===== config.mk =====
export PLATFORM = sky130hd
export DESIGN_NAME = video_gen
export DESIGN_NICKNAME = d
export VERILOG_FILES = /design/src/rtl/video_gen_pkg.sv /design/src/rtl/line_fetch_fsm.sv /design/src/rtl/pixel_shifter.sv /design/src/rtl/video_gen.sv /design/src/rtl/video_timing.sv /design/src/rtl/xr_reg_bank.sv
export SDC_FILE = /design/constraint.sdc
export NUM_CORES = 1
export LEC_CHECK = 0
export BUFFER_PORTS_ARGS = -buffer_cell sky130_fd_sc_hd__buf_4
export CAP_MARGIN = 40
export CORE_MARGIN = 2
export CORE_UTILIZATION = 35
export CTS_CLUSTER_DIAMETER = 40
export CTS_CLUSTER_SIZE = 30
export DETAILED_ROUTE_END_ITERATION = 10
export PLACE_DENSITY = 0.61
export SYNTH_ARGS = -nofsm -noshare
export SYNTH_HDL_FRONTEND = slang
export SYNTH_HIERARCHICAL = 1
export SYNTH_SLANG_ARGS = --single-unit

===== constraint.sdc =====
create_clock -name clk -period 2.3 [get_ports clk]
set_clock_uncertainty 0.15 [all_clocks]
set_input_delay 0.46 -clock clk [delete_from_list [all_inputs] [get_ports clk]]
set_output_delay 0.46 -clock clk [all_outputs]
set_load 0.03 [all_outputs]

===== src/rtl/video_gen_pkg.sv =====
//==========================================================================
// raster constants, register numbers and shared types of the video
// generator; compiled ahead of all other sources
//==========================================================================
package video_gen_pkg;

    // raster geometry, offscreen part leads each line
    localparam int VISIBLE_WIDTH   = 32;
    localparam int VISIBLE_HEIGHT  = 8;
    localparam int OFFSCREEN_WIDTH = 16;        // front porch + sync + back porch
    localparam int TOTAL_WIDTH     = OFFSCREEN_WIDTH + VISIBLE_WIDTH;
    localparam int TOTAL_HEIGHT    = 12;

    localparam int H_SYNC_START    = 4;
    localparam int H_SYNC_END      = 8;         // exclusive
    localparam int V_SYNC_START    = VISIBLE_HEIGHT + 1;
    localparam int V_SYNC_END      = VISIBLE_HEIGHT + 3;

    // first read lands one cycle after H_MEM_BEGIN
    localparam int H_MEM_BEGIN     = OFFSCREEN_WIDTH - 1;
    localparam int H_MEM_END       = TOTAL_WIDTH - 1;   // last load cycle

    localparam int PIXEL_LATENCY   = 3;         // h_count to colour out

    typedef logic [15:0] word_t;
    typedef logic [15:0] addr_t;
    typedef logic [7:0]  color_t;
    typedef logic [$clog2(TOTAL_WIDTH)-1:0]  hcount_t;
    typedef logic [$clog2(TOTAL_HEIGHT)-1:0] vcount_t;

    localparam color_t BORDER_RESET = 8'h08;    // dark grey

    typedef enum logic [4:0] {
        XR_VID_CTRL     = 5'h00,
        XR_VID_INTR     = 5'h03,
        XR_VID_LEFT     = 5'h04,
        XR_VID_RIGHT    = 5'h05,
        XR_SCANLINE     = 5'h08,
        XR_VID_HSIZE    = 5'h0A,
        XR_VID_VSIZE    = 5'h0B,
        XR_PA_GFX_CTRL  = 5'h10,
        XR_PA_DISP_ADDR = 5'h12,
        XR_PA_LINE_LEN  = 5'h13
    } xr_reg_e;

    typedef enum logic [1:0] {
        FETCH_IDLE,
        FETCH_READ,
        FETCH_LOAD
    } fetch_state_e;

endpackage


===== src/rtl/line_fetch_fsm.sv =====
//==========================================================================
// reads display words from vram, one every two cycles in the fetch window
//==========================================================================
`timescale 1ns/10ps

module line_fetch_fsm (
    input  logic                   clk,
    input  logic                   reset_i,
    input  video_gen_pkg::hcount_t h_count_i,
    input  logic                   v_visible_i,
    input  logic                   end_of_line_i,
    input  logic                   end_of_frame_i,
    input  logic                   pa_blank_i,
    input  video_gen_pkg::addr_t   pa_start_addr_i,
    input  video_gen_pkg::word_t   pa_line_len_i,
    output logic                   vram_sel_o,
    output video_gen_pkg::addr_t   vram_addr_o,
    input  video_gen_pkg::word_t   vram_data_i,
    output video_gen_pkg::word_t   fetch_word_o,
    output logic                   fetch_valid_o
);
    import video_gen_pkg::*;

    fetch_state_e state;
    fetch_state_e state_next;
    addr_t        line_addr;    // first word of current line
    addr_t        word_addr;    // next word to read
    logic         fetch_start;

    assign fetch_start = (h_count_i == hcount_t'(H_MEM_BEGIN)) && v_visible_i && ~pa_blank_i;

    always_comb begin
        state_next = state;
        case (state)
            FETCH_IDLE: begin
                if (fetch_start) begin
                    state_next = FETCH_READ;
                end
            end
            FETCH_READ: state_next = FETCH_LOAD;
            FETCH_LOAD: begin
                // alternate until the window closes
                state_next = (h_count_i == hcount_t'(H_MEM_END)) ? FETCH_IDLE : FETCH_READ;
            end
            default:    state_next = FETCH_IDLE;
        endcase
    end

    always_ff @(posedge clk) begin
        if (reset_i) begin
            state     <= FETCH_IDLE;
            line_addr <= '0;
            word_addr <= '0;
        end else begin
            state <= state_next;
            if (end_of_frame_i) begin
                line_addr <= pa_start_addr_i;                   // back to top
            end else if (end_of_line_i && v_visible_i) begin
                line_addr <= line_addr + pa_line_len_i;
            end
            if (state == FETCH_IDLE) begin
                word_addr <= line_addr;
            end else if (state == FETCH_READ) begin
                word_addr <= word_addr + 1'b1;
            end
        end
    end

    assign vram_sel_o    = (state == FETCH_READ);
    assign vram_addr_o   = word_addr;
    assign fetch_valid_o = (state == FETCH_LOAD);
    assign fetch_word_o  = vram_data_i;     // vram answers during LOAD

endmodule


===== src/rtl/pixel_shifter.sv =====
//==========================================================================
// turns fetched words into 8 bpp colour indices with border and blanking
// timing flags are delayed to stay aligned with the colour
//==========================================================================
`timescale 1ns/10ps

module pixel_shifter (
    input  logic                   clk,
    input  logic                   reset_i,
    input  video_gen_pkg::hcount_t h_count_i,
    input  logic                   h_visible_i,
    input  logic                   v_visible_i,
    input  logic                   hsync_i,
    input  logic                   vsync_i,
    input  video_gen_pkg::word_t   fetch_word_i,
    input  logic                   fetch_valid_i,
    input  video_gen_pkg::color_t  border_color_i,
    input  video_gen_pkg::hcount_t vid_left_i,
    input  video_gen_pkg::hcount_t vid_right_i,
    input  logic                   pa_blank_i,
    input  video_gen_pkg::color_t  pa_colorbase_i,
    output video_gen_pkg::color_t  color_index_o,
    output logic                   dv_de_o,
    output logic                   h_blank_o,
    output logic                   v_blank_o,
    output logic                   hsync_o,
    output logic                   vsync_o
);
    import video_gen_pkg::*;

    hcount_t    pixel_x;
    logic       in_window;
    logic [4:0] flags_in;       // {window, h_vis, v_vis, hsync, vsync}
    logic [4:0] flags_out;
    logic [4:0] flag_pipe [PIXEL_LATENCY-1];
    word_t      shift_word;
    color_t     pixel;

    assign pixel_x   = h_count_i - hcount_t'(OFFSCREEN_WIDTH);
    assign in_window = (pixel_x >= vid_left_i) && (pixel_x < vid_right_i);
    assign flags_in  = {in_window, h_visible_i, v_visible_i, hsync_i, vsync_i};
    assign flags_out = flag_pipe[PIXEL_LATENCY-2];

    always_ff @(posedge clk) begin
        if (reset_i) begin
            for (int i = 0; i < PIXEL_LATENCY - 1; i++) begin
                flag_pipe[i] <= '0;
            end
        end else begin
            flag_pipe[0] <= flags_in;
            for (int i = 1; i < PIXEL_LATENCY - 1; i++) begin
                flag_pipe[i] <= flag_pipe[i - 1];
            end
        end
    end

    // high byte first, then low byte shifted up
    always_ff @(posedge clk) begin
        if (fetch_valid_i) begin
            shift_word <= fetch_word_i;
        end else begin
            shift_word <= {shift_word[7:0], 8'h00};
        end
    end

    assign pixel = shift_word[15:8] ^ pa_colorbase_i;

    always_ff @(posedge clk) begin
        if (reset_i) begin
            dv_de_o   <= 1'b0;
            h_blank_o <= 1'b1;
            v_blank_o <= 1'b1;
            hsync_o   <= 1'b0;
            vsync_o   <= 1'b0;
        end else begin
            dv_de_o   <= flags_out[3] & flags_out[2];
            h_blank_o <= ~flags_out[3];
            v_blank_o <= ~flags_out[2];
            hsync_o   <= flags_out[1];
            vsync_o   <= flags_out[0];
        end
    end

    always_ff @(posedge clk) begin
        if (flags_out[4] && !pa_blank_i) begin
            color_index_o <= pixel;
        end else begin
            color_index_o <= border_color_i;    // no colour base on border
        end
    end

endmodule


===== src/rtl/video_gen.sv =====
//==========================================================================
// video generator top level, timing, registers, fetch and pixel output
//==========================================================================
`timescale 1ns/10ps

module video_gen (
    input  logic                   clk,
    input  logic                   reset_i,
    // wishbone register port
    input  logic                   wb_cyc_i,
    input  logic                   wb_stb_i,
    input  logic                   wb_we_i,
    input  logic [4:0]             wb_adr_i,
    input  video_gen_pkg::word_t   wb_dat_i,
    output video_gen_pkg::word_t   wb_dat_o,
    output logic                   wb_ack_o,
    // vram read port
    output logic                   vram_sel_o,
    output video_gen_pkg::addr_t   vram_addr_o,
    input  video_gen_pkg::word_t   vram_data_i,
    // video out
    output logic                   hsync_o,
    output logic                   vsync_o,
    output logic                   dv_de_o,
    output logic                   h_blank_o,
    output logic                   v_blank_o,
    output video_gen_pkg::color_t  color_index_o,
    output logic                   video_intr_o
);
    import video_gen_pkg::*;

    hcount_t h_count;
    vcount_t v_count;
    logic    h_visible;
    logic    v_visible;
    logic    hsync_raw;     // undelayed sync from the counters
    logic    vsync_raw;
    logic    end_of_line;
    logic    end_of_frame;
    logic    end_of_visible;
    color_t  border_color;
    hcount_t vid_left;
    hcount_t vid_right;
    logic    pa_blank;
    color_t  pa_colorbase;
    addr_t   pa_start_addr;
    word_t   pa_line_len;
    word_t   fetch_word;
    logic    fetch_valid;

    video_timing u_timing (
        .clk(clk), .reset_i(reset_i),
        .h_count_o(h_count), .v_count_o(v_count),
        .h_visible_o(h_visible), .v_visible_o(v_visible),
        .hsync_o(hsync_raw), .vsync_o(vsync_raw),
        .end_of_line_o(end_of_line), .end_of_frame_o(end_of_frame),
        .end_of_visible_o(end_of_visible)
    );

    xr_reg_bank u_regs (
        .clk(clk), .reset_i(reset_i),
        .wb_cyc_i(wb_cyc_i), .wb_stb_i(wb_stb_i), .wb_we_i(wb_we_i),
        .wb_adr_i(wb_adr_i), .wb_dat_i(wb_dat_i), .wb_dat_o(wb_dat_o),
        .wb_ack_o(wb_ack_o),
        .v_count_i(v_count), .end_of_visible_i(end_of_visible),
        .border_color_o(border_color), .vid_left_o(vid_left), .vid_right_o(vid_right),
        .pa_blank_o(pa_blank), .pa_colorbase_o(pa_colorbase),
        .pa_start_addr_o(pa_start_addr), .pa_line_len_o(pa_line_len),
        .video_intr_o(video_intr_o)
    );

    line_fetch_fsm u_fetch (
        .clk(clk), .reset_i(reset_i),
        .h_count_i(h_count), .v_visible_i(v_visible),
        .end_of_line_i(end_of_line), .end_of_frame_i(end_of_frame),
        .pa_blank_i(pa_blank), .pa_start_addr_i(pa_start_addr),
        .pa_line_len_i(pa_line_len),
        .vram_sel_o(vram_sel_o), .vram_addr_o(vram_addr_o), .vram_data_i(vram_data_i),
        .fetch_word_o(fetch_word), .fetch_valid_o(fetch_valid)
    );

    pixel_shifter u_shifter (
        .clk(clk), .reset_i(reset_i),
        .h_count_i(h_count), .h_visible_i(h_visible), .v_visible_i(v_visible),
        .hsync_i(hsync_raw), .vsync_i(vsync_raw),
        .fetch_word_i(fetch_word), .fetch_valid_i(fetch_valid),
        .border_color_i(border_color), .vid_left_i(vid_left), .vid_right_i(vid_right),
        .pa_blank_i(pa_blank), .pa_colorbase_i(pa_colorbase),
        .color_index_o(color_index_o), .dv_de_o(dv_de_o),
        .h_blank_o(h_blank_o), .v_blank_o(v_blank_o),
        .hsync_o(hsync_o), .vsync_o(vsync_o)
    );

endmodule


===== src/rtl/video_timing.sv =====
//==========================================================================
// raster counters with sync, visible flags and end of line/frame strobes
//==========================================================================
`timescale 1ns/10ps

module video_timing (
    input  logic                   clk,
    input  logic                   reset_i,
    output video_gen_pkg::hcount_t h_count_o,
    output video_gen_pkg::vcount_t v_count_o,
    output logic                   h_visible_o,
    output logic                   v_visible_o,
    output logic                   hsync_o,
    output logic                   vsync_o,
    output logic                   end_of_line_o,
    output logic                   end_of_frame_o,
    output logic                   end_of_visible_o
);
    import video_gen_pkg::*;

    logic last_pixel;
    logic last_line;

    assign last_pixel = (h_count_o == hcount_t'(TOTAL_WIDTH - 1));
    assign last_line  = (v_count_o == vcount_t'(TOTAL_HEIGHT - 1));

    always_ff @(posedge clk) begin
        if (reset_i) begin
            h_count_o <= '0;
            v_count_o <= '0;
        end else if (last_pixel) begin
            h_count_o <= '0;
            v_count_o <= last_line ? '0 : v_count_o + 1'b1;
        end else begin
            h_count_o <= h_count_o + 1'b1;
        end
    end

    // visible area is the right part of the line and the top lines
    assign h_visible_o = (h_count_o >= hcount_t'(OFFSCREEN_WIDTH));
    assign v_visible_o = (v_count_o < vcount_t'(VISIBLE_HEIGHT));

    assign hsync_o = (h_count_o >= hcount_t'(H_SYNC_START)) &&
                     (h_count_o < hcount_t'(H_SYNC_END));
    assign vsync_o = (v_count_o >= vcount_t'(V_SYNC_START)) &&
                     (v_count_o < vcount_t'(V_SYNC_END));

    assign end_of_line_o    = last_pixel;
    assign end_of_frame_o   = last_pixel && last_line;
    assign end_of_visible_o = last_pixel &&
                              (v_count_o == vcount_t'(VISIBLE_HEIGHT - 1));  // last visible line

endmodule


===== src/rtl/xr_reg_bank.sv =====
//==========================================================================
// wishbone classic slave for the video and playfield registers
// one cycle ack, no wait states; also drives the video interrupt pulse
//==========================================================================
`timescale 1ns/10ps

module xr_reg_bank (
    input  logic                   clk,
    input  logic                   reset_i,
    input  logic                   wb_cyc_i,
    input  logic                   wb_stb_i,
    input  logic                   wb_we_i,
    input  logic [4:0]             wb_adr_i,
    input  video_gen_pkg::word_t   wb_dat_i,
    output video_gen_pkg::word_t   wb_dat_o,
    output logic                   wb_ack_o,
    input  video_gen_pkg::vcount_t v_count_i,
    input  logic                   end_of_visible_i,
    output video_gen_pkg::color_t  border_color_o,
    output video_gen_pkg::hcount_t vid_left_o,
    output video_gen_pkg::hcount_t vid_right_o,
    output logic                   pa_blank_o,
    output video_gen_pkg::color_t  pa_colorbase_o,
    output video_gen_pkg::addr_t   pa_start_addr_o,
    output video_gen_pkg::word_t   pa_line_len_o,
    output logic                   video_intr_o
);
    import video_gen_pkg::*;

    xr_reg_e reg_num;
    logic    req;           // request not yet acked
    logic    wr_en;
    logic    intr_wr;       // forced interrupt, one cycle behind the write
    word_t   rd_data;

    assign reg_num = xr_reg_e'(wb_adr_i);
    assign req     = wb_cyc_i & wb_stb_i & ~wb_ack_o;
    assign wr_en   = req & wb_we_i;

    always_ff @(posedge clk) begin
        if (reset_i) begin
            wb_ack_o     <= 1'b0;
            intr_wr      <= 1'b0;
            video_intr_o <= 1'b0;
        end else begin
            wb_ack_o     <= req;
            intr_wr      <= wr_en && (reg_num == XR_VID_INTR);
            video_intr_o <= end_of_visible_i | intr_wr;
        end
    end

    // register writes, visible in the ack cycle
    always_ff @(posedge clk) begin
        if (reset_i) begin
            border_color_o  <= BORDER_RESET;
            vid_left_o      <= '0;
            vid_right_o     <= hcount_t'(VISIBLE_WIDTH);
            pa_blank_o      <= 1'b1;
            pa_colorbase_o  <= '0;
            pa_start_addr_o <= '0;
            pa_line_len_o   <= word_t'(VISIBLE_WIDTH / 2);  // one word per two pixels
        end else if (wr_en) begin
            case (reg_num)
                XR_VID_CTRL:     border_color_o  <= wb_dat_i[7:0];
                XR_VID_LEFT:     vid_left_o      <= hcount_t'(wb_dat_i);
                XR_VID_RIGHT:    vid_right_o     <= hcount_t'(wb_dat_i);
                XR_PA_GFX_CTRL: begin
                    pa_colorbase_o <= wb_dat_i[15:8];
                    pa_blank_o     <= wb_dat_i[7];
                end
                XR_PA_DISP_ADDR: pa_start_addr_o <= wb_dat_i;
                XR_PA_LINE_LEN:  pa_line_len_o   <= wb_dat_i;
                default: ;      // read-only or unused
            endcase
        end
    end

    always_comb begin
        case (reg_num)
            XR_VID_CTRL:     rd_data = {8'h00, border_color_o};
            XR_VID_LEFT:     rd_data = word_t'(vid_left_o);
            XR_VID_RIGHT:    rd_data = word_t'(vid_right_o);
            XR_SCANLINE:     rd_data = word_t'(v_count_i);
            XR_VID_HSIZE:    rd_data = word_t'(VISIBLE_WIDTH);
            XR_VID_VSIZE:    rd_data = word_t'(VISIBLE_HEIGHT);
            XR_PA_GFX_CTRL:  rd_data = {pa_colorbase_o, pa_blank_o, 7'b0};
            XR_PA_DISP_ADDR: rd_data = pa_start_addr_o;
            XR_PA_LINE_LEN:  rd_data = pa_line_len_o;
            default:         rd_data = '0;
        endcase
    end

    // read data lines up with the ack
    always_ff @(posedge clk) begin
        if (req) begin
            wb_dat_o <= rd_data;
        end
    end

endmodule


# [Yosys cells after proc, flatten, opt, wreduce, memory -nomap -nowiden]
# Memories as Yosys holds them, arrays and structs flattened.
# Index checks and enable logic that the tools add are counted.
[op_classes] n_bitwise=12 muxes=16 n_reduce_logical=22 eq_ne=16 n_addsub=5 n_lt_le_gt_ge=8
[op_table] op="$pmux W16 S9" n=1
[op_table] op="$mux W16" n=5
[op_table] op="$add A16 B1 Y16 const B" n=1
[op_table] op="$add A16 B16 Y16" n=1
[op_table] op="$eq A5 B4 Y1 const B" n=3
[op_table] op="$eq A5 B5 Y1 const B" n=3
[op_table] op="$reduce_and A2 Y1" n=6
[op_table] op="$eq A5 B3 Y1 const B" n=2
[op_table] op="$logic_and A1 B1 Y1" n=10
[op_table] op="$mux W5" n=2
[op_table] op="$lt A4 B4 Y1 const B" n=2
[op_table] op="$mux W8" n=1
[op_table] op="$xor A8 B8 Y8" n=1
[op_table] op="$add A6 B1 Y6 const B" n=1
[op_table] op="$eq A6 B4 Y1 const B" n=1
[op_table] op="$eq A6 B6 Y1 const B" n=1
[op_table] op="$ge A6 B3 Y1 const B" n=1
[op_table] op="$ge A6 B5 Y1 const B" n=1
[op_table] op="$ge A6 B6 Y1" n=1
[op_table] op="$lt A6 B4 Y1 const B" n=1
[op_table] op="$lt A6 B6 Y1" n=1
[op_table] op="$pmux W2 S3" n=1
[op_table] op="$sub A6 B5 Y6 const B" n=1
[op_table] op="$eq A5 B2 Y1 const B" n=1
[op_table] op="other kinds (18)" n=30
[totals] wordCells=104 out_inout_bits=48 inputBits=42 ram_bits=10 reg_bits=153 mem_count=1
[mem_list] memory="u_shifter.flag_pipe" words=2 word_bits=5 rd=2 rd_ports_with_merged_regs=0 write_ports=2 line="pixel_shifter.sv:35" rtl="logic [4:0] flag_pipe [PIXEL_LATENCY-1];"

# [Logic depth before layout (Yosys ltp)]
# Gate-level depths: netlist of the first run.
[logic_depth] ltp_word=5 depth_mapped=10 mapped_depth_nobuf=10

# [Modules after synthesis]
# The synthesis of the first run kept the hierarchy.
[modules_own_cells] mod="xr_reg_bank" cells_each=362 seq_area_each_um2=1761.7 area_per_inst_um2=3352.0 n_inst=1
[modules_own_cells] mod="line_fetch_fsm" cells_each=333 seq_area_each_um2=680.7 area_per_inst_um2=2526.2 n_inst=1
[modules_own_cells] mod="pixel_shifter" cells_each=138 seq_area_each_um2=780.7 area_per_inst_um2=1502.7 n_inst=1
[modules_own_cells] mod="video_timing" cells_each=64 seq_area_each_um2=200.2 area_per_inst_um2=543.0 n_inst=1

# [Worst setup path before layout of the first run]
# No wires, ideal clock.
[synth_path] kind="register -> register" start="reg u_regs.pa_line_len_o[0]" end="reg u_fetch.line_addr[12]" slack_ns=-0.080 setup_ns=0.115 stages_incl_launch_ff=9 arrival_time_ns=2.116 path_buffers=0 synth_period_minus_slack_ns=2.380 required_time_ns=2.035 path_cell_list="dfxtp_1 -> ha_1 -> fa_1 -> a21o_1 -> a221o_1 -> a21oi_2 -> o21ai_1 -> xnor2_1 -> a2111oi_0"
[synth_between] elab_chain_cells=3
[synth_rtl] item="from (decl)" line="xr_reg_bank.sv:25" rtl="output video_gen_pkg::word_t pa_line_len_o,"
[synth_rtl] item="from (signal assigned)" line="xr_reg_bank.sv:61" rtl="pa_line_len_o <= word_t'(VISIBLE_WIDTH / 2);"
[synth_rtl] item="from (signal assigned)" line="xr_reg_bank.sv:72" rtl="XR_PA_LINE_LEN: pa_line_len_o <= wb_dat_i;"
[synth_rtl] item="$add A16 B16 Y16" line="line_fetch_fsm.sv:59" rtl="line_addr <= line_addr + pa_line_len_i;"
[synth_rtl] item="$mux W16" line="line_fetch_fsm.sv:58" rtl="end else if (end_of_line_i && v_visible_i) begin"
[synth_rtl] item="$mux W16" line="line_fetch_fsm.sv:56" rtl="if (end_of_frame_i) begin"
[synth_rtl] item="to (signal assigned)" line="line_fetch_fsm.sv:57" rtl="line_addr <= pa_start_addr_i;"
[synth_rtl] item="to (signal assigned)" line="line_fetch_fsm.sv:59"
[synth_rtl] item="to (decl)" line="line_fetch_fsm.sv:26" rtl="addr_t line_addr;"
# Every way passes these cells. The select of a mux whose other input is x is not followed.
# A chain may end at the register's enable or synchronous reset.

# [Worst setup path in the final report of the first run]
[layout_path] start="reg u_regs.pa_line_len_o[0]" end="reg u_fetch.line_addr[10]"
# Same word-level chain as after synthesis.

==> results of run 1 <==
-- worst max-delay path, delay by kind of cell, from the launching register on --
kind | cells | cell delay, ns
buf+inv | 1 | 0.15
xor+xnor | 1 | 0.05
simple gates | 1 | 0.07
compound gates | 4 | 0.93
flops | 1 | 0.34
fa+ha+maj | 2 | 0.49
-- flip-flops by register name (all words and copies together) (netlist names), 2 cells and up --
name and flops:
u_fetch/line_addr 16, u_fetch/vram_addr_o 16, u_regs/pa_line_len_o 16, u_regs/pa_start_addr_o 16, u_regs/wb_dat_o 16, u_shifter/shift_word 16
u_shifter/flag_pipe 10, u_regs/border_color_o 8, u_regs/pa_colorbase_o 8, u_shifter/color_index_o 8, u_regs/vid_left_o 6, u_regs/vid_right_o 6
u_timing/h_count_o 6, u_timing/v_count_o 4, u_fetch/state 2
-- layout by cell type, fill, tap and decap left out, drive strengths merged, types with 3 or more instances in the layout --
cell type  synthesis  final
nand2            108    108
a21o               8      8
mux2               8      8
dfxtp            147    147
nand3             23     23
and3              12     12
nor4               5      5
a21oi             91     91
xnor2             17     17
xor2               4      4
ha                32     32
a41oi              3      3
a22oi              9      9
o211a              5      5
nand4              5      5
a211oi             8      8
nor2b              8      8
or3                6      6
clkbuf            28     17
clkinv             0      6
o21ai             32     32
and2              13     13
nor3              20     20
a31oi              4      4
o221a              4      4
buf               38    157
nand3b             3      3
nor3b              3      3
nand2b            12     12
inv               28     36
o22ai              7      7
nor2             100    100
edfxtp            16     16
and2b              7      7
a2111oi            3      3
mux2i             36     36
a222oi             4      4
-- report_power, final --
part / internal [mW] / leakage [nW] / switching, mW
Clock: 1.46 / 0.286 / 1.34
Sequential: 2.89 / 1.34 / 0.00946
Combinational: 0.120 / 2.43 / 0.179
Total: 4.46 / 4.06 / 1.53
-- how the worst max path moves through the flow --
stage,from,to,slack (ns)
floorplan,u_regs/pa_line_len_o[0],u_fetch/line_addr[12],0.02
global placement,u_regs/pa_line_len_o[0],u_fetch/line_addr[12],-0.04
detailed placement,u_regs/pa_line_len_o[0],u_fetch/line_addr[12],-0.08
CTS,u_regs/pa_line_len_o[0],u_fetch/line_addr[12],-0.06
global route,u_fetch/line_addr[0],u_fetch/line_addr[12],-0.08
finish,u_regs/pa_line_len_o[0],u_fetch/line_addr[10],0.003
-- cells by family (layout without fill, tap and decap cells) --
| group | count (synthesis) | in the layout | synth area share |
|---|---|---|---|
| simple gates | 338 | 338 | 0.210 |
| mux | 44 | 44 | 0.0578 |
| buf+inv | 94 | 217 | 0.0589 |
| flops | 163 | 163 | 0.432 |
| compound gates | 204 | 204 | 0.165 |
| xor+xnor | 21 | 21 | 0.0232 |
| fa+ha+maj | 33 | 33 | 0.0531 |
-- repair_timing --
item                                    in CTS  in global routing
pin swaps                                    2                  8
setup buffers                                1                  3
gates resized for setup                      6                 21
endpoints found under the setup margin       4                  7
hold endpoints to repair                     0                  0
-- metal layers --
layer,vias up,GRT usage,wire length [um]
li1,3379,-,-
met1,3125,0.251,10400
met2,195,0.272,9460
met3,17,0.0347,1120
met4,0,0.0595,294
met5,-,0,0
-- final cells by class --
cell class / instances / area [sq um]
repair buffers: 157 / 1190
inverters: 28 / 105
well taps: 285 / 357
fillers: 2191 / 12600
flip-flops and latches: 163 / 3430
clock buffers: 17 / 425
multi-input cells: 640 / 4160
clock inverters: 15 / 165
==> results.md, run 1 <==
- The most used flip-flop cell after synthesis is sky130_fd_sc_hd__dfxtp_1.
- The final critical-path required period is 2.30 ns.
- The die is roughly 150 um tall.
- The area of placed instances is 9080 sq um.
- The area enclosed by the die boundary is 23900 sq um.
- The DRC violation count after routing is 0.
- The type of element capturing the critical path is a register.
- The clock sink count is 163.
- The final count of pins violating max slew came to 0.
- 0 antenna diodes ended up in the layout.
- The total area inside the core boundary comes to roughly 22000 sq um.
- Setup repair after global routing could not meet its margin everywhere.
- In this run the worst path has a maximum fanout of 2.
- After detailed routing, the total wire length is between 20000 and 25000 um.
- The number of CTS-inserted buffers is 17.
- The slowest stage cell on the critical path is sky130_fd_sc_hd__dfxtp_2.
- The total congestion overflow after global routing is 0.
- The via count of the first global-routing pass is between 6000 and 7000.
- In this run the critical register-to-register path is launched from u_regs/pa_line_len_o[0].
- The largest single stage delay on the critical path is between 0.3 and 0.4 ns.
- In the global route stage, overall resource usage came out at 0.178.
- The number of buffers between clock root and the deepest sink is 2.
- The TritonCTS clock tree is yes.
- The area added between synthesis and finish is 24.2%.
- The tree is rooted in a sky130_fd_sc_hd__clkbuf_16.
- Counting every instance in the synthesized netlist gives 897.
- The number of cells on the worst reg-to-reg path is 9.
- For this run, the register share of the synthesized area comes to 0.432.
- Of all cell types, the one taking the most synthesized area is sky130_fd_sc_hd__dfxtp_1.
- After detailed routing, the average wire length per cell comes to 16.3 um.
- The number of failing setup endpoints in the final timing report is 0.
- The setup slack of the worst register-to-register path is between 0.002 and 0.003 ns.
- During I/O placement, the number of pins put on the boundary was 90.
- The endpoint of the worst hold path is u_shifter/shift_word[5].
- The area fraction of the dominant cell type after synthesis is 0.371.
- The total negative slack is 0 ns.
- After the last flow step, the layout net total stands at roughly 1100.
- The tool flagged a number of max-cap violations equal to 0.
- The count of routing violations after the opening detailed-route iteration is 532.
- The number of placed cells counting well taps is around 1300.
- The post-place setup slack is -0.0788 ns.
- The worst-case IR drop observed on VDD is between 500 and 600 uV.
- In this run the tightest slew margin relative to its limit is 0.595.
- Final hold analysis gives a worst-case slack of ~0.082 ns.
- The clock tree synthesis step divided the H-tree into 4 levels.
- The largest net degree at the start of global routing is 57.
- The floorplan has 55 rows.
- For the pin with the worst max-slew slack, the measured transition is between 0.6 and 0.7 ns.
- The number of nets in the synthesized netlist is slightly below 1000.
- Clock-pin slew was measured on the worst setup and hold paths at 0.07 ns.
- The end of the worst register-to-register path is u_fetch/line_addr[10].
- Yosys printed 6 warnings.
- Static timing analysis puts the maximum clock frequency at 435 MHz.
- The most common cell in the synthesized netlist is sky130_fd_sc_hd__dfxtp_1.
- The clock reaches the later pin of the worst-skew pair after ~0.43 ns.
- The number of buffers added on ports is between 80 and 90.
- Counting instances, the worst hold path has a depth of 2.
- Once detailed placement completed, the half-perimeter wirelength came to between 15000 and 20000 um.
- The number of different library cells used by synthesis comes to 86.
- The signal on the critical path passes through ha_4 > fa_2 > a21o_1 > a221o_1 > a21oi_2 > buf_4 > xnor2_2 > a221oi_1 > nor2_1.
- Summing internal, switching and leakage power gives around 6.0 mW.
- The type of origin of the critical path is a register.
- Using the TritonRoute via totals, the vias-per-cell ratio works out to 5.15.
- The power density of the placed cells is 608 nW/um^2.
- Sorting the synthesized cells by area gives the leading types as sky130_fd_sc_hd__dfxtp_1, sky130_fd_sc_hd__edfxtp_1, sky130_fd_sc_hd__a21oi_1, sky130_fd_sc_hd__nand2_1, sky130_fd_sc_hd__ha_1.
- Measured on the finished design, the core utilization comes to 0.439.
- The arrival time at the worst endpoint is around 2.5 ns.
- Routability-driven placement finished with a final weighted congestion of around 0.89.
- The count of nets left with antenna violations once routing finished came out at 0.
- The global-route wire length before repair is 34000 um.
- The analysis attributes to cell leakage a power of around 4.1 nW.
- By count the netlist is led by sky130_fd_sc_hd__dfxtp_1, sky130_fd_sc_hd__nand2_1, sky130_fd_sc_hd__nor2_1, sky130_fd_sc_hd__a21oi_1, sky130_fd_sc_hd__mux2i_1.
- The startpoint of the most critical hold path is vram_data_i[5].
- In the finished design, the share of the clock period the worst path needs comes to 0.999.
- Of all flip-flops after synthesis, the portion carrying an async set or reset was 0.
- The number of antenna violations at the first check in global routing is 0.
- Setup slack closes at roughly 0.0027 ns.
- The finished cells cover 9840 sq um.
- The startpoint-to-endpoint class of the critical path is register to register.
- Buffers inserted to repair hold after CTS numbered 0.
- The final number of hold-violating endpoints is 0.
- The first detailed-routing pass took 6 iterations.
- After synthesis the netlist holds a flip-flop and latch count of 163.
- After synthesis the cells add up to approximately 7900 sq um.
- The die outline width is about 150 um.
- In this run, synthesis inferred 16 flip-flops with an integrated enable.
- After the flow finishes, the layout carries non-filler instances totaling 1305.
- The flow ran to the end, and the final reports show no timing, DRC or antenna violations.
- The routed via count is around 6700.
- In this run the worst hold path is classified as input port to register.
- The effective utilization at floorplan is 0.353.
- Of the cells placed in the final design, the portion with a size suffix greater than 1 is 0.246.
- Data on the critical path is required at its endpoint by roughly 2.5 ns.
- The synthesized area divided by synthesized cell count is between 8 and 9 sq um.
Power figures use the tool's default switching activity.
==> run 2, diff against run 1 <==
--- a/config.mk
+++ b/config.mk
@@ -5,14 +5,14 @@
 export SDC_FILE = /design/constraint.sdc
 export NUM_CORES = 1
 export LEC_CHECK = 0
+export ABC_AREA = 1
 export BUFFER_PORTS_ARGS = -buffer_cell sky130_fd_sc_hd__buf_4
 export CAP_MARGIN = 40
 export CORE_MARGIN = 2
-export CORE_UTILIZATION = 35
+export CORE_UTILIZATION = 25
 export CTS_CLUSTER_DIAMETER = 40
-export CTS_CLUSTER_SIZE = 30
 export DETAILED_ROUTE_END_ITERATION = 10
-export PLACE_DENSITY = 0.61
+export PLACE_DENSITY = 0.49
 export SYNTH_ARGS = -nofsm -noshare
 export SYNTH_HDL_FRONTEND = slang
 export SYNTH_HIERARCHICAL = 1
==> run 2 against run 1 <==
Sequential share of layout area fell by 1.6 points. Synthesized area is 8.3% higher. Synthesized cell count is 35% higher. Largest power group is now the clock network. Highest routed layer unchanged.
==> results.md, run 2 <==
- The detailed-placement wirelength estimate is 18600 um.
- The startpoint of the most critical hold path is vram_data_i[7].
- For this block, the initial DRC count from the detailed router was 502.
- The tool flagged a number of max-cap violations equal to 0.
- The effective utilization at floorplan is 0.255.
- At the end of routability-driven placement, the weighted congestion stood at about 0.86.
- The per-cell routed wire length is about 14 um.
- Data on the critical path is required at its endpoint by ~2.5 ns.
- In this run the count of I/O pins placed on the die edge is 90.
- After detailed routing, the number of remaining DRC violations is 0.
- In the final timing run, aggregate negative setup slack is 0 ns.
- Fill cells in the final layout number 3720.
- By count the netlist is led by sky130_fd_sc_hd__nand2_1, sky130_fd_sc_hd__nor2_1, sky130_fd_sc_hd__dfxtp_1, sky130_fd_sc_hd__inv_1, sky130_fd_sc_hd__nand3_1.
- Cell internal power was estimated by the tool at roughly 4.6 mW.
- Of the synthesized area, sequential elements account for 0.399.
- The first global-routing pass estimated slightly below 40000 um of wire.
- The final number of hold-violating endpoints is 0.
- The most frequently used flop master after synthesis is sky130_fd_sc_hd__dfxtp_1.
- For this run, the number of Yosys warnings is 6.
- The clock root buffer is sky130_fd_sc_hd__clkbuf_16.
- The region available for standard cell placement spans roughly 34000 sq um.
- The total congestion overflow after global routing is 0.
- The maximum level of the CTS H-tree is 4.
- The setup path with the least slack is of type register to register.
- The total power of the final layout is 6.16 mW.
- The number of nets in the synthesized netlist is 1284.
- The met3 usage in global routing is 0.0259.
- 0 antenna diodes ended up in the layout.
- The net switching component of the power is 1.52 mW.
- The synthesized area divided by synthesized cell count is between 7 and 8 sq um.
- Registers take roughly 3400 sq um.
- The fraction of synthesis flops using an asynchronous set or reset pin is 0.
- The number of synthesized register bits is ~160.
- The met1 layer usage reported by global route is 0.203.
- The run finished with clean final reports.
- Measured along the x axis, the die boundary spans 189 um.
- The share of total power dissipated in the clock network is 0.476.
- The fmax is a little over 500 MHz.
- STA classifies the critical path startpoint as a register.
- The worst hold-check path type is input port to register.
- Setup repair after global routing left no endpoint under its margin.
- The ratio of routed vias to standard cells is 4.33.
- The gate count after technology mapping is around 1200.
- The largest fanout on the critical path is 11.
- Yosys attributes the largest share of cell area to sky130_fd_sc_hd__dfxtp_1, sky130_fd_sc_hd__nand2_1, sky130_fd_sc_hd__nor2_1, sky130_fd_sc_hd__inv_1, sky130_fd_sc_hd__edfxtp_1.
- The static leakage is 4.60 nW.
- The clock latency on the worst-skew pair is roughly 0.44 ns.
- The share of total power dissipated in combinational logic is 0.053.
- The number of cells on the worst reg-to-reg path is 11.
- For this block, the routed nets add up to 24300 um of wire.
- The number of enable flip-flop cells after synthesis is 16.
- The TritonCTS clock tree is yes.
- The detailed-router iteration count before antenna repair is 5.
- The biggest area contributor in the post-synthesis netlist is sky130_fd_sc_hd__dfxtp_1.
- The number of gates resized after CTS is 0.
- The maximum resistive drop on vdd is 554 uV.
- The number of buffers added on ports is roughly 90.
- The share of cells above drive strength 1 is 0.160.
- The startpoint of the worst register-to-register path is u_timing/h_count_o[0].
- The die covers 35800 sq um.
- Counting along the longest clock path gives a buffer depth of 2.
- Row generation in the floorplan step produced 67 rows.
- The multi-input gate area in the final layout is 4230 sq um.
- Summing every instance area after synthesis gives ~8600 sq um.
- In the global route stage, overall resource usage came out at 0.138.
- Entering global routing, the biggest net connects 62 pins.
- Counting instances, the worst hold path has a depth of 3.
- The number of antenna violations at the first check in global routing is 0.
- The via count of the first global-routing pass is approximately 7000.
- The power share of the sequential group is 0.471.
- The library cell used most frequently in the layout, excluding fill and tap cells, is sky130_fd_sc_hd__nand2_1.
- Yosys instantiated no cell more often than sky130_fd_sc_hd__nand2_1.
- The synthesized netlist contains 46 unique library cells.
- The endpoint of the worst hold path is u_shifter/shift_word[7].
- Data arrives at the worst endpoint at 2.15 ns.
- Subtracting the final worst setup slack from the clock period gives between 1.5 and 2 ns.
- The final route contains 7578 vias.
- Of the available clock period, the critical path in the final layout requires 0.860.
- The slew of the pin with the lowest slew margin is approximately 0.59 ns.
- The share of synthesized area in the top cell type comes to 0.343.
- Setup violations remaining at the end of the flow were counted as 0.
- The library cells used most frequently in the layout, excluding fill and tap cells, are sky130_fd_sc_hd__nand2_1, sky130_fd_sc_hd__nor2_1, sky130_fd_sc_hd__dfxtp_1.
- The setup slack of the worst register-to-register path is about 0.32 ns.
- In this run the most used layer during global routing was met1.
- For this run, global-route usage on met2 was measured as 0.203.
- The area added between synthesis and finish is 19.9%.
- The count of buffers added by post-CTS timing repair for setup is 0.
- For this design the ratio of total power to cell area is around 600 nW/um^2.
- STA classifies the critical path endpoint as a register.
- After clock tree synthesis, the clock-pin slew on the worst setup and hold paths is around 0.070 ns.
- The worst slew margin relative to its limit is 0.608.
- From bottom edge to top edge, the die measures 189 um.
- In this run, CTS created clock tree buffers numbering 17.
- The tree built by TritonCTS fans out to between 150 and 200 sinks.
- Once detail routing completed, the nets flagged for antenna violations numbered 0.
- The fraction of power spent switching nets is 0.247.
- The final count of pins violating max slew is 0.
- In this run the critical register-to-register path is captured at u_fetch/line_addr[15].
- The number of nets in the finished design is around 1400.
- The number of hold buffers added after CTS was 0.
[run 2: changes by cell type after synthesis, moves of 11 or more]
cell	change
sky130_fd_sc_hd__clkbuf_1	-21
sky130_fd_sc_hd__a21oi_1	-57
sky130_fd_sc_hd__nand3_1	+52
sky130_fd_sc_hd__a31oi_1	+13
sky130_fd_sc_hd__inv_1	+111
sky130_fd_sc_hd__mux2i_1	-36
sky130_fd_sc_hd__nor2_1	+83
sky130_fd_sc_hd__nor2_2	+12
sky130_fd_sc_hd__nand2b_1	-11
sky130_fd_sc_hd__nand4_1	+24
sky130_fd_sc_hd__nand2_1	+235
[run 2: critical path: stages (launching register included)]
cell                      delay (ns)
sky130_fd_sc_hd__dfxtp_1        0.33
sky130_fd_sc_hd__ha_1           0.23
sky130_fd_sc_hd__nand3_4        0.14
sky130_fd_sc_hd__nor2_8         0.10
sky130_fd_sc_hd__inv_2          0.06
sky130_fd_sc_hd__nor2_1         0.17
sky130_fd_sc_hd__inv_2          0.06
sky130_fd_sc_hd__nand2_2        0.16
sky130_fd_sc_hd__inv_2          0.15
sky130_fd_sc_hd__a22o_1         0.20
sky130_fd_sc_hd__inv_1          0.06
sky130_fd_sc_hd__a21oi_1        0.06
[run 2: layer usage]
metal / share of wire / vias to the layer above
li1: - / 3952
met1: 0.52 / 3444
met2: 0.42 / 164
met3: 0.042 / 18
met4: 0.014 / 0
met5: 0 / -
[run 2: how the worst max path moves through the flow]
stage	startpoint	end	slack [ns]	depth (start not counted)
final	u_timing/h_count_o[0]	u_fetch/line_addr[15]	0.32	11
after CTS	u_timing/h_count_o[0]	u_fetch/line_addr[15]	0.30	11
after global routing	u_timing/h_count_o[0]	u_fetch/line_addr[2]	0.14	11
after detailed placement	wb_adr_i[4]	u_regs/wb_dat_o[2]	0.28	8
after floorplan	u_timing/h_count_o[1]	u_fetch/line_addr[12]	0.19	13
after global placement	wb_adr_i[4]	u_regs/wb_dat_o[2]	0.28	8
[run 2: power groups by stage]
| stage | logic (mW) | clock network (mW) | registers [mW] |
|---|---|---|---|
| 2_1_floorplan | 0.179 | 0 | 2.98 |
| 3_3_place_gp | 0.331 | 0 | 2.96 |
| 3_5_place_dp | 0.331 | 0 | 2.96 |
| 4_1_cts | 0.332 | 3.01 | 2.90 |
| 5_1_grt | 0.366 | 3.13 | 2.90 |
| 6_report | 0.327 | 2.93 | 2.90 |
[run 2: layout make-up]
type / count / area share
Clock inverter: 14 / 0.0161
Inverter: 151 / 0.0552
Timing Repair Buffer: 116 / 0.0883
Sequential cell: 163 / 0.333
Tap cell: 448 / 0.0545
Multi-Input combinational cell: 840 / 0.411
Clock buffer: 18 / 0.0417
[run 2: logic make-up after synthesis]
group | count (synthesis) | share of synthesized area
and+or+nand+nor | 681 | 0.345
buffers and inverters | 206 | 0.108
DFF | 163 | 0.399
AOI/OAI and AO/OA | 94 | 0.0631
adders and majority gates | 33 | 0.0490
xor gates and xnor gates | 24 | 0.0245
muxes | 8 | 0.0114
[run 2: metrics by stage]
step           hold slack (ns)  worst slack, ns   util  cell area [sq um]  cells
6_report                0.0479            0.321  0.305              10300   1750
3_5_place_dp             0.227            0.282  0.288               9690   1718
4_1_cts                 0.0269            0.302  0.305              10300   1750
5_1_grt                 0.0362            0.136  0.305              10300   1750
3_3_place_gp             0.226            0.281  0.288               9690   1718
2_1_floorplan            0.215            0.187      -               8580   1209
==> run 3, diff against run 2 <==
--- a/config.mk
+++ b/config.mk
@@ -6,12 +6,13 @@
 export NUM_CORES = 1
 export LEC_CHECK = 0
 export ABC_AREA = 1
-export BUFFER_PORTS_ARGS = -buffer_cell sky130_fd_sc_hd__buf_4
+export BUFFER_PORTS_ARGS = -buffer_cell sky130_fd_sc_hd__buf_2
 export CAP_MARGIN = 40
 export CORE_MARGIN = 2
 export CORE_UTILIZATION = 25
 export CTS_CLUSTER_DIAMETER = 40
 export DETAILED_ROUTE_END_ITERATION = 10
+export MAX_ROUTING_LAYER = met4
 export PLACE_DENSITY = 0.49
 export SYNTH_ARGS = -nofsm -noshare
 export SYNTH_HDL_FRONTEND = slang
==> run 3 against run 2 <==
Final cell count about the same. Fmax decreased by 2.0%. Critical path type unchanged. Highest routed layer unchanged. Non-clock buffer count rose by 1. Worst setup slack got worse by 0.041 ns. Clock power is 6% lower. Sequential share of layout area grew 0.88 points. Hold slack improved by 0.0027 ns.
==> results.md, run 3 (synthesis gave the netlist of run 2 again) <==
- The run finished with clean final reports.
- The slowest stage of the critical path is the sky130_fd_sc_hd__fa_1 cell.
- The minimum setup slack in the final design is roughly 0.28 ns.
- The routability-driven placement congestion ratio is roughly 0.86.
- The worst setup path is launched from a register.
- In this run the cell area measured after placement is about 9500 sq um.
- The final core area utilization is 0.297.
- Setup repair after global routing left no endpoint under its margin.
- The post-CTS clock slew at the launch and capture registers of the worst setup and hold paths is around 0.070 ns.
- The number of buffers between clock root and the deepest sink is 2.
- Post-CTS timing repair inserted 0 buffers for setup.
- Summing internal, switching and leakage power gives approximately 6.0 mW.
- The largest stage delay on the critical path is approximately 0.40 ns.
- Across the whole layout, storage elements account for between 3000 and 4000 sq um.
- The final critical-path required period is between 2 and 2.5 ns.
- The cell area after layout is approximately 10000 sq um.
- Gates resized during post-CTS repair numbered 0.
- Entering global routing, the biggest net connects 43 pins.
- After detailed routing, the average wire length per cell comes to around 14 um.
- The via count of the first global-routing pass was 7136.
- The die is around 190 um tall.
- Across the run, the number of max-cap violations was 0.
- The area enclosed by the die boundary is about 36000 sq um.
- From synthesis to final layout, the design area changed by 16.8%.
- In the layout the commonest cells are sky130_fd_sc_hd__nand2_1, sky130_fd_sc_hd__nor2_1, sky130_fd_sc_hd__dfxtp_1.
- The detailed-placement wirelength estimate is around 18000 um.
- The finished layout holds around 1800 standard cells, fillers aside.
- STA puts the critical path data required time at approximately 2.5 ns.
- In the final design database the tool counted between 1000 and 1500 nets.
- The die outline width is 189 um.
- The multi-input gate area in the final layout is roughly 4200 sq um.
- The clock root buffer is sky130_fd_sc_hd__clkbuf_16.
- The total routing resource utilization after global routing is 0.143.
- At the pin with the least slew margin, the transition time is slightly above 0.6 ns.
- The worst slew margin relative to its limit is 0.586.
- The startpoint-to-endpoint class of the critical path is register to register.
- The final number of hold-violating endpoints is 0.
- The number of buffers added on ports is approximately 90.
- The commonest non-fill, non-tap cell in the layout is sky130_fd_sc_hd__nand2_1.
- Dividing the final minimum period by the clock period gives 0.878.
- Row generation in the floorplan step produced 67 rows.
- Summed over all cells, the static leakage comes to 4.55 nW.
- In this run the remaining antenna-violating nets after routing total 0.
- The number of antenna violations at the first check in global routing was 0.
- During I/O placement, the number of pins put on the boundary was 90.
- After floorplanning, the core was sized to cover 33700 sq um.
- The count of fill cells added during filler insertion is about 3800.
- The post-place setup slack is 0.248 ns.
- The combined buffer and inverter count along the critical path is 0.
- After the first detailed-routing iteration, the DRC count stood at between 400 and 500.
- The clock drives approximately 160 sinks.
- The total negative slack is 0 ns.
- The clock reaches the later pin of the worst-skew pair after roughly 0.44 ns.
- Hold timing on the final database bottoms out at a slack of ~0.05 ns.
- The final count of pins violating max slew is 0.
- The TritonCTS clock tree is yes.
- Buffers inserted during clock tree synthesis total 17.
- The number of failing setup endpoints in the final timing report is 0.
- The share of cells above drive strength 1 is 0.160.
- The arrival time at the worst endpoint is around 2.2 ns.
- For this run the aggregate overflow at the end of global routing stands at 0.
- The ratio of routed vias to standard cells is between 4 and 5.
- The detailed-router iteration count before antenna repair is 6.
- The DRC violation count after routing is 0.
- The number of placed cells counting well taps is between 1500 and 2000.
- The worst setup path is captured at a register.
- The kind of cell with the highest combined delay on the critical path is simple AND/OR/NAND/NOR gates.
- The signal on the critical path passes through ha_1 > fa_1 > nand2_1 > nand2_1 > nand3_1 > nand2_1 > nand3_1 > nand3_1 > nand2_1 > nand3_1 > a21oi_1.
- The maximum level of the CTS H-tree is 4.
- The repair_antennas step left the layout with diodes totalling 0.
- The power density of the placed cells is just under 600 nW/um^2.
- The largest fanout on the critical path is 3.
- For this configuration, the core starts out at a cell density of 0.255.
- The total detailed-routing wirelength is about 24000 um.
- Based on the critical path, the design can be clocked at up to between 400 and 500 MHz.
- The worst hold-check path type is input port to register.
- The number of buffers inserted by hold repair at cts is 0.
- The maximum resistive drop on vdd is about 540 uV.
- The first global-routing pass estimated ~39000 um of wire.
- The final route contains about 7500 vias.
[run 3: cell types whose count changed in the layout (fill, tap and decap cells not counted), sizes merged]
cell      delta
clkbuf       +1
bufinv       -2
inv          +1
clkinvlp     -1
clkinv       +1
buf          +1
[run 3: area by class of cell]
class                      instances  share of cell area
sequential                       163               0.342
tap                              448              0.0559
multi-input combinational        840               0.422
timing repair buffer             117              0.0679
inverter                         151              0.0567
clock buffer                      19              0.0442
clock inverter                    13              0.0114
[run 3: power by group]
group	internal (mW)	switching, mW
combinational	0.0970	0.211
clock	1.45	1.30
sequential	2.89	0.0125
total	4.43	1.53
[run 3: worst reg2reg max path, stage by stage, from the launching register on]
cell	delay (ns)
sky130_fd_sc_hd__dfxtp_1	0.33
sky130_fd_sc_hd__ha_1	0.23
sky130_fd_sc_hd__fa_1	0.40
sky130_fd_sc_hd__nand2_1	0.10
sky130_fd_sc_hd__nand2_1	0.07
sky130_fd_sc_hd__nand3_1	0.07
sky130_fd_sc_hd__nand2_1	0.11
sky130_fd_sc_hd__nand3_1	0.13
sky130_fd_sc_hd__nand3_1	0.08
sky130_fd_sc_hd__nand2_1	0.08
sky130_fd_sc_hd__nand3_1	0.07
sky130_fd_sc_hd__a21oi_1	0.14
[run 3: path summary, 6_finish.rpt]
path / slack, ns / to / start / depth (start not counted)
worst max register to register: 0.28 / u_fetch/line_addr[10] / u_regs/pa_line_len_o[0] / 11
worst min register to register: 0.24 / u_shifter/h_blank_o / u_shifter/flag_pipe[0][8] / 1
worst min-delay path: 0.05 / u_shifter/shift_word[2] / vram_data_i[2] / 3
worst max-delay path: 0.28 / u_fetch/line_addr[10] / u_regs/pa_line_len_o[0] / 11
[run 3: layer usage]
metal	GRT usage	share of wire	wire (um)	vias to the layer above
li1	-	-	-	3954
met1	0.204	0.51	12400	3359
met2	0.208	0.43	10500	166
met3	0.0285	0.051	1230	11
met4	0.0301	0.0082	199	0
met5	-	0	0	-
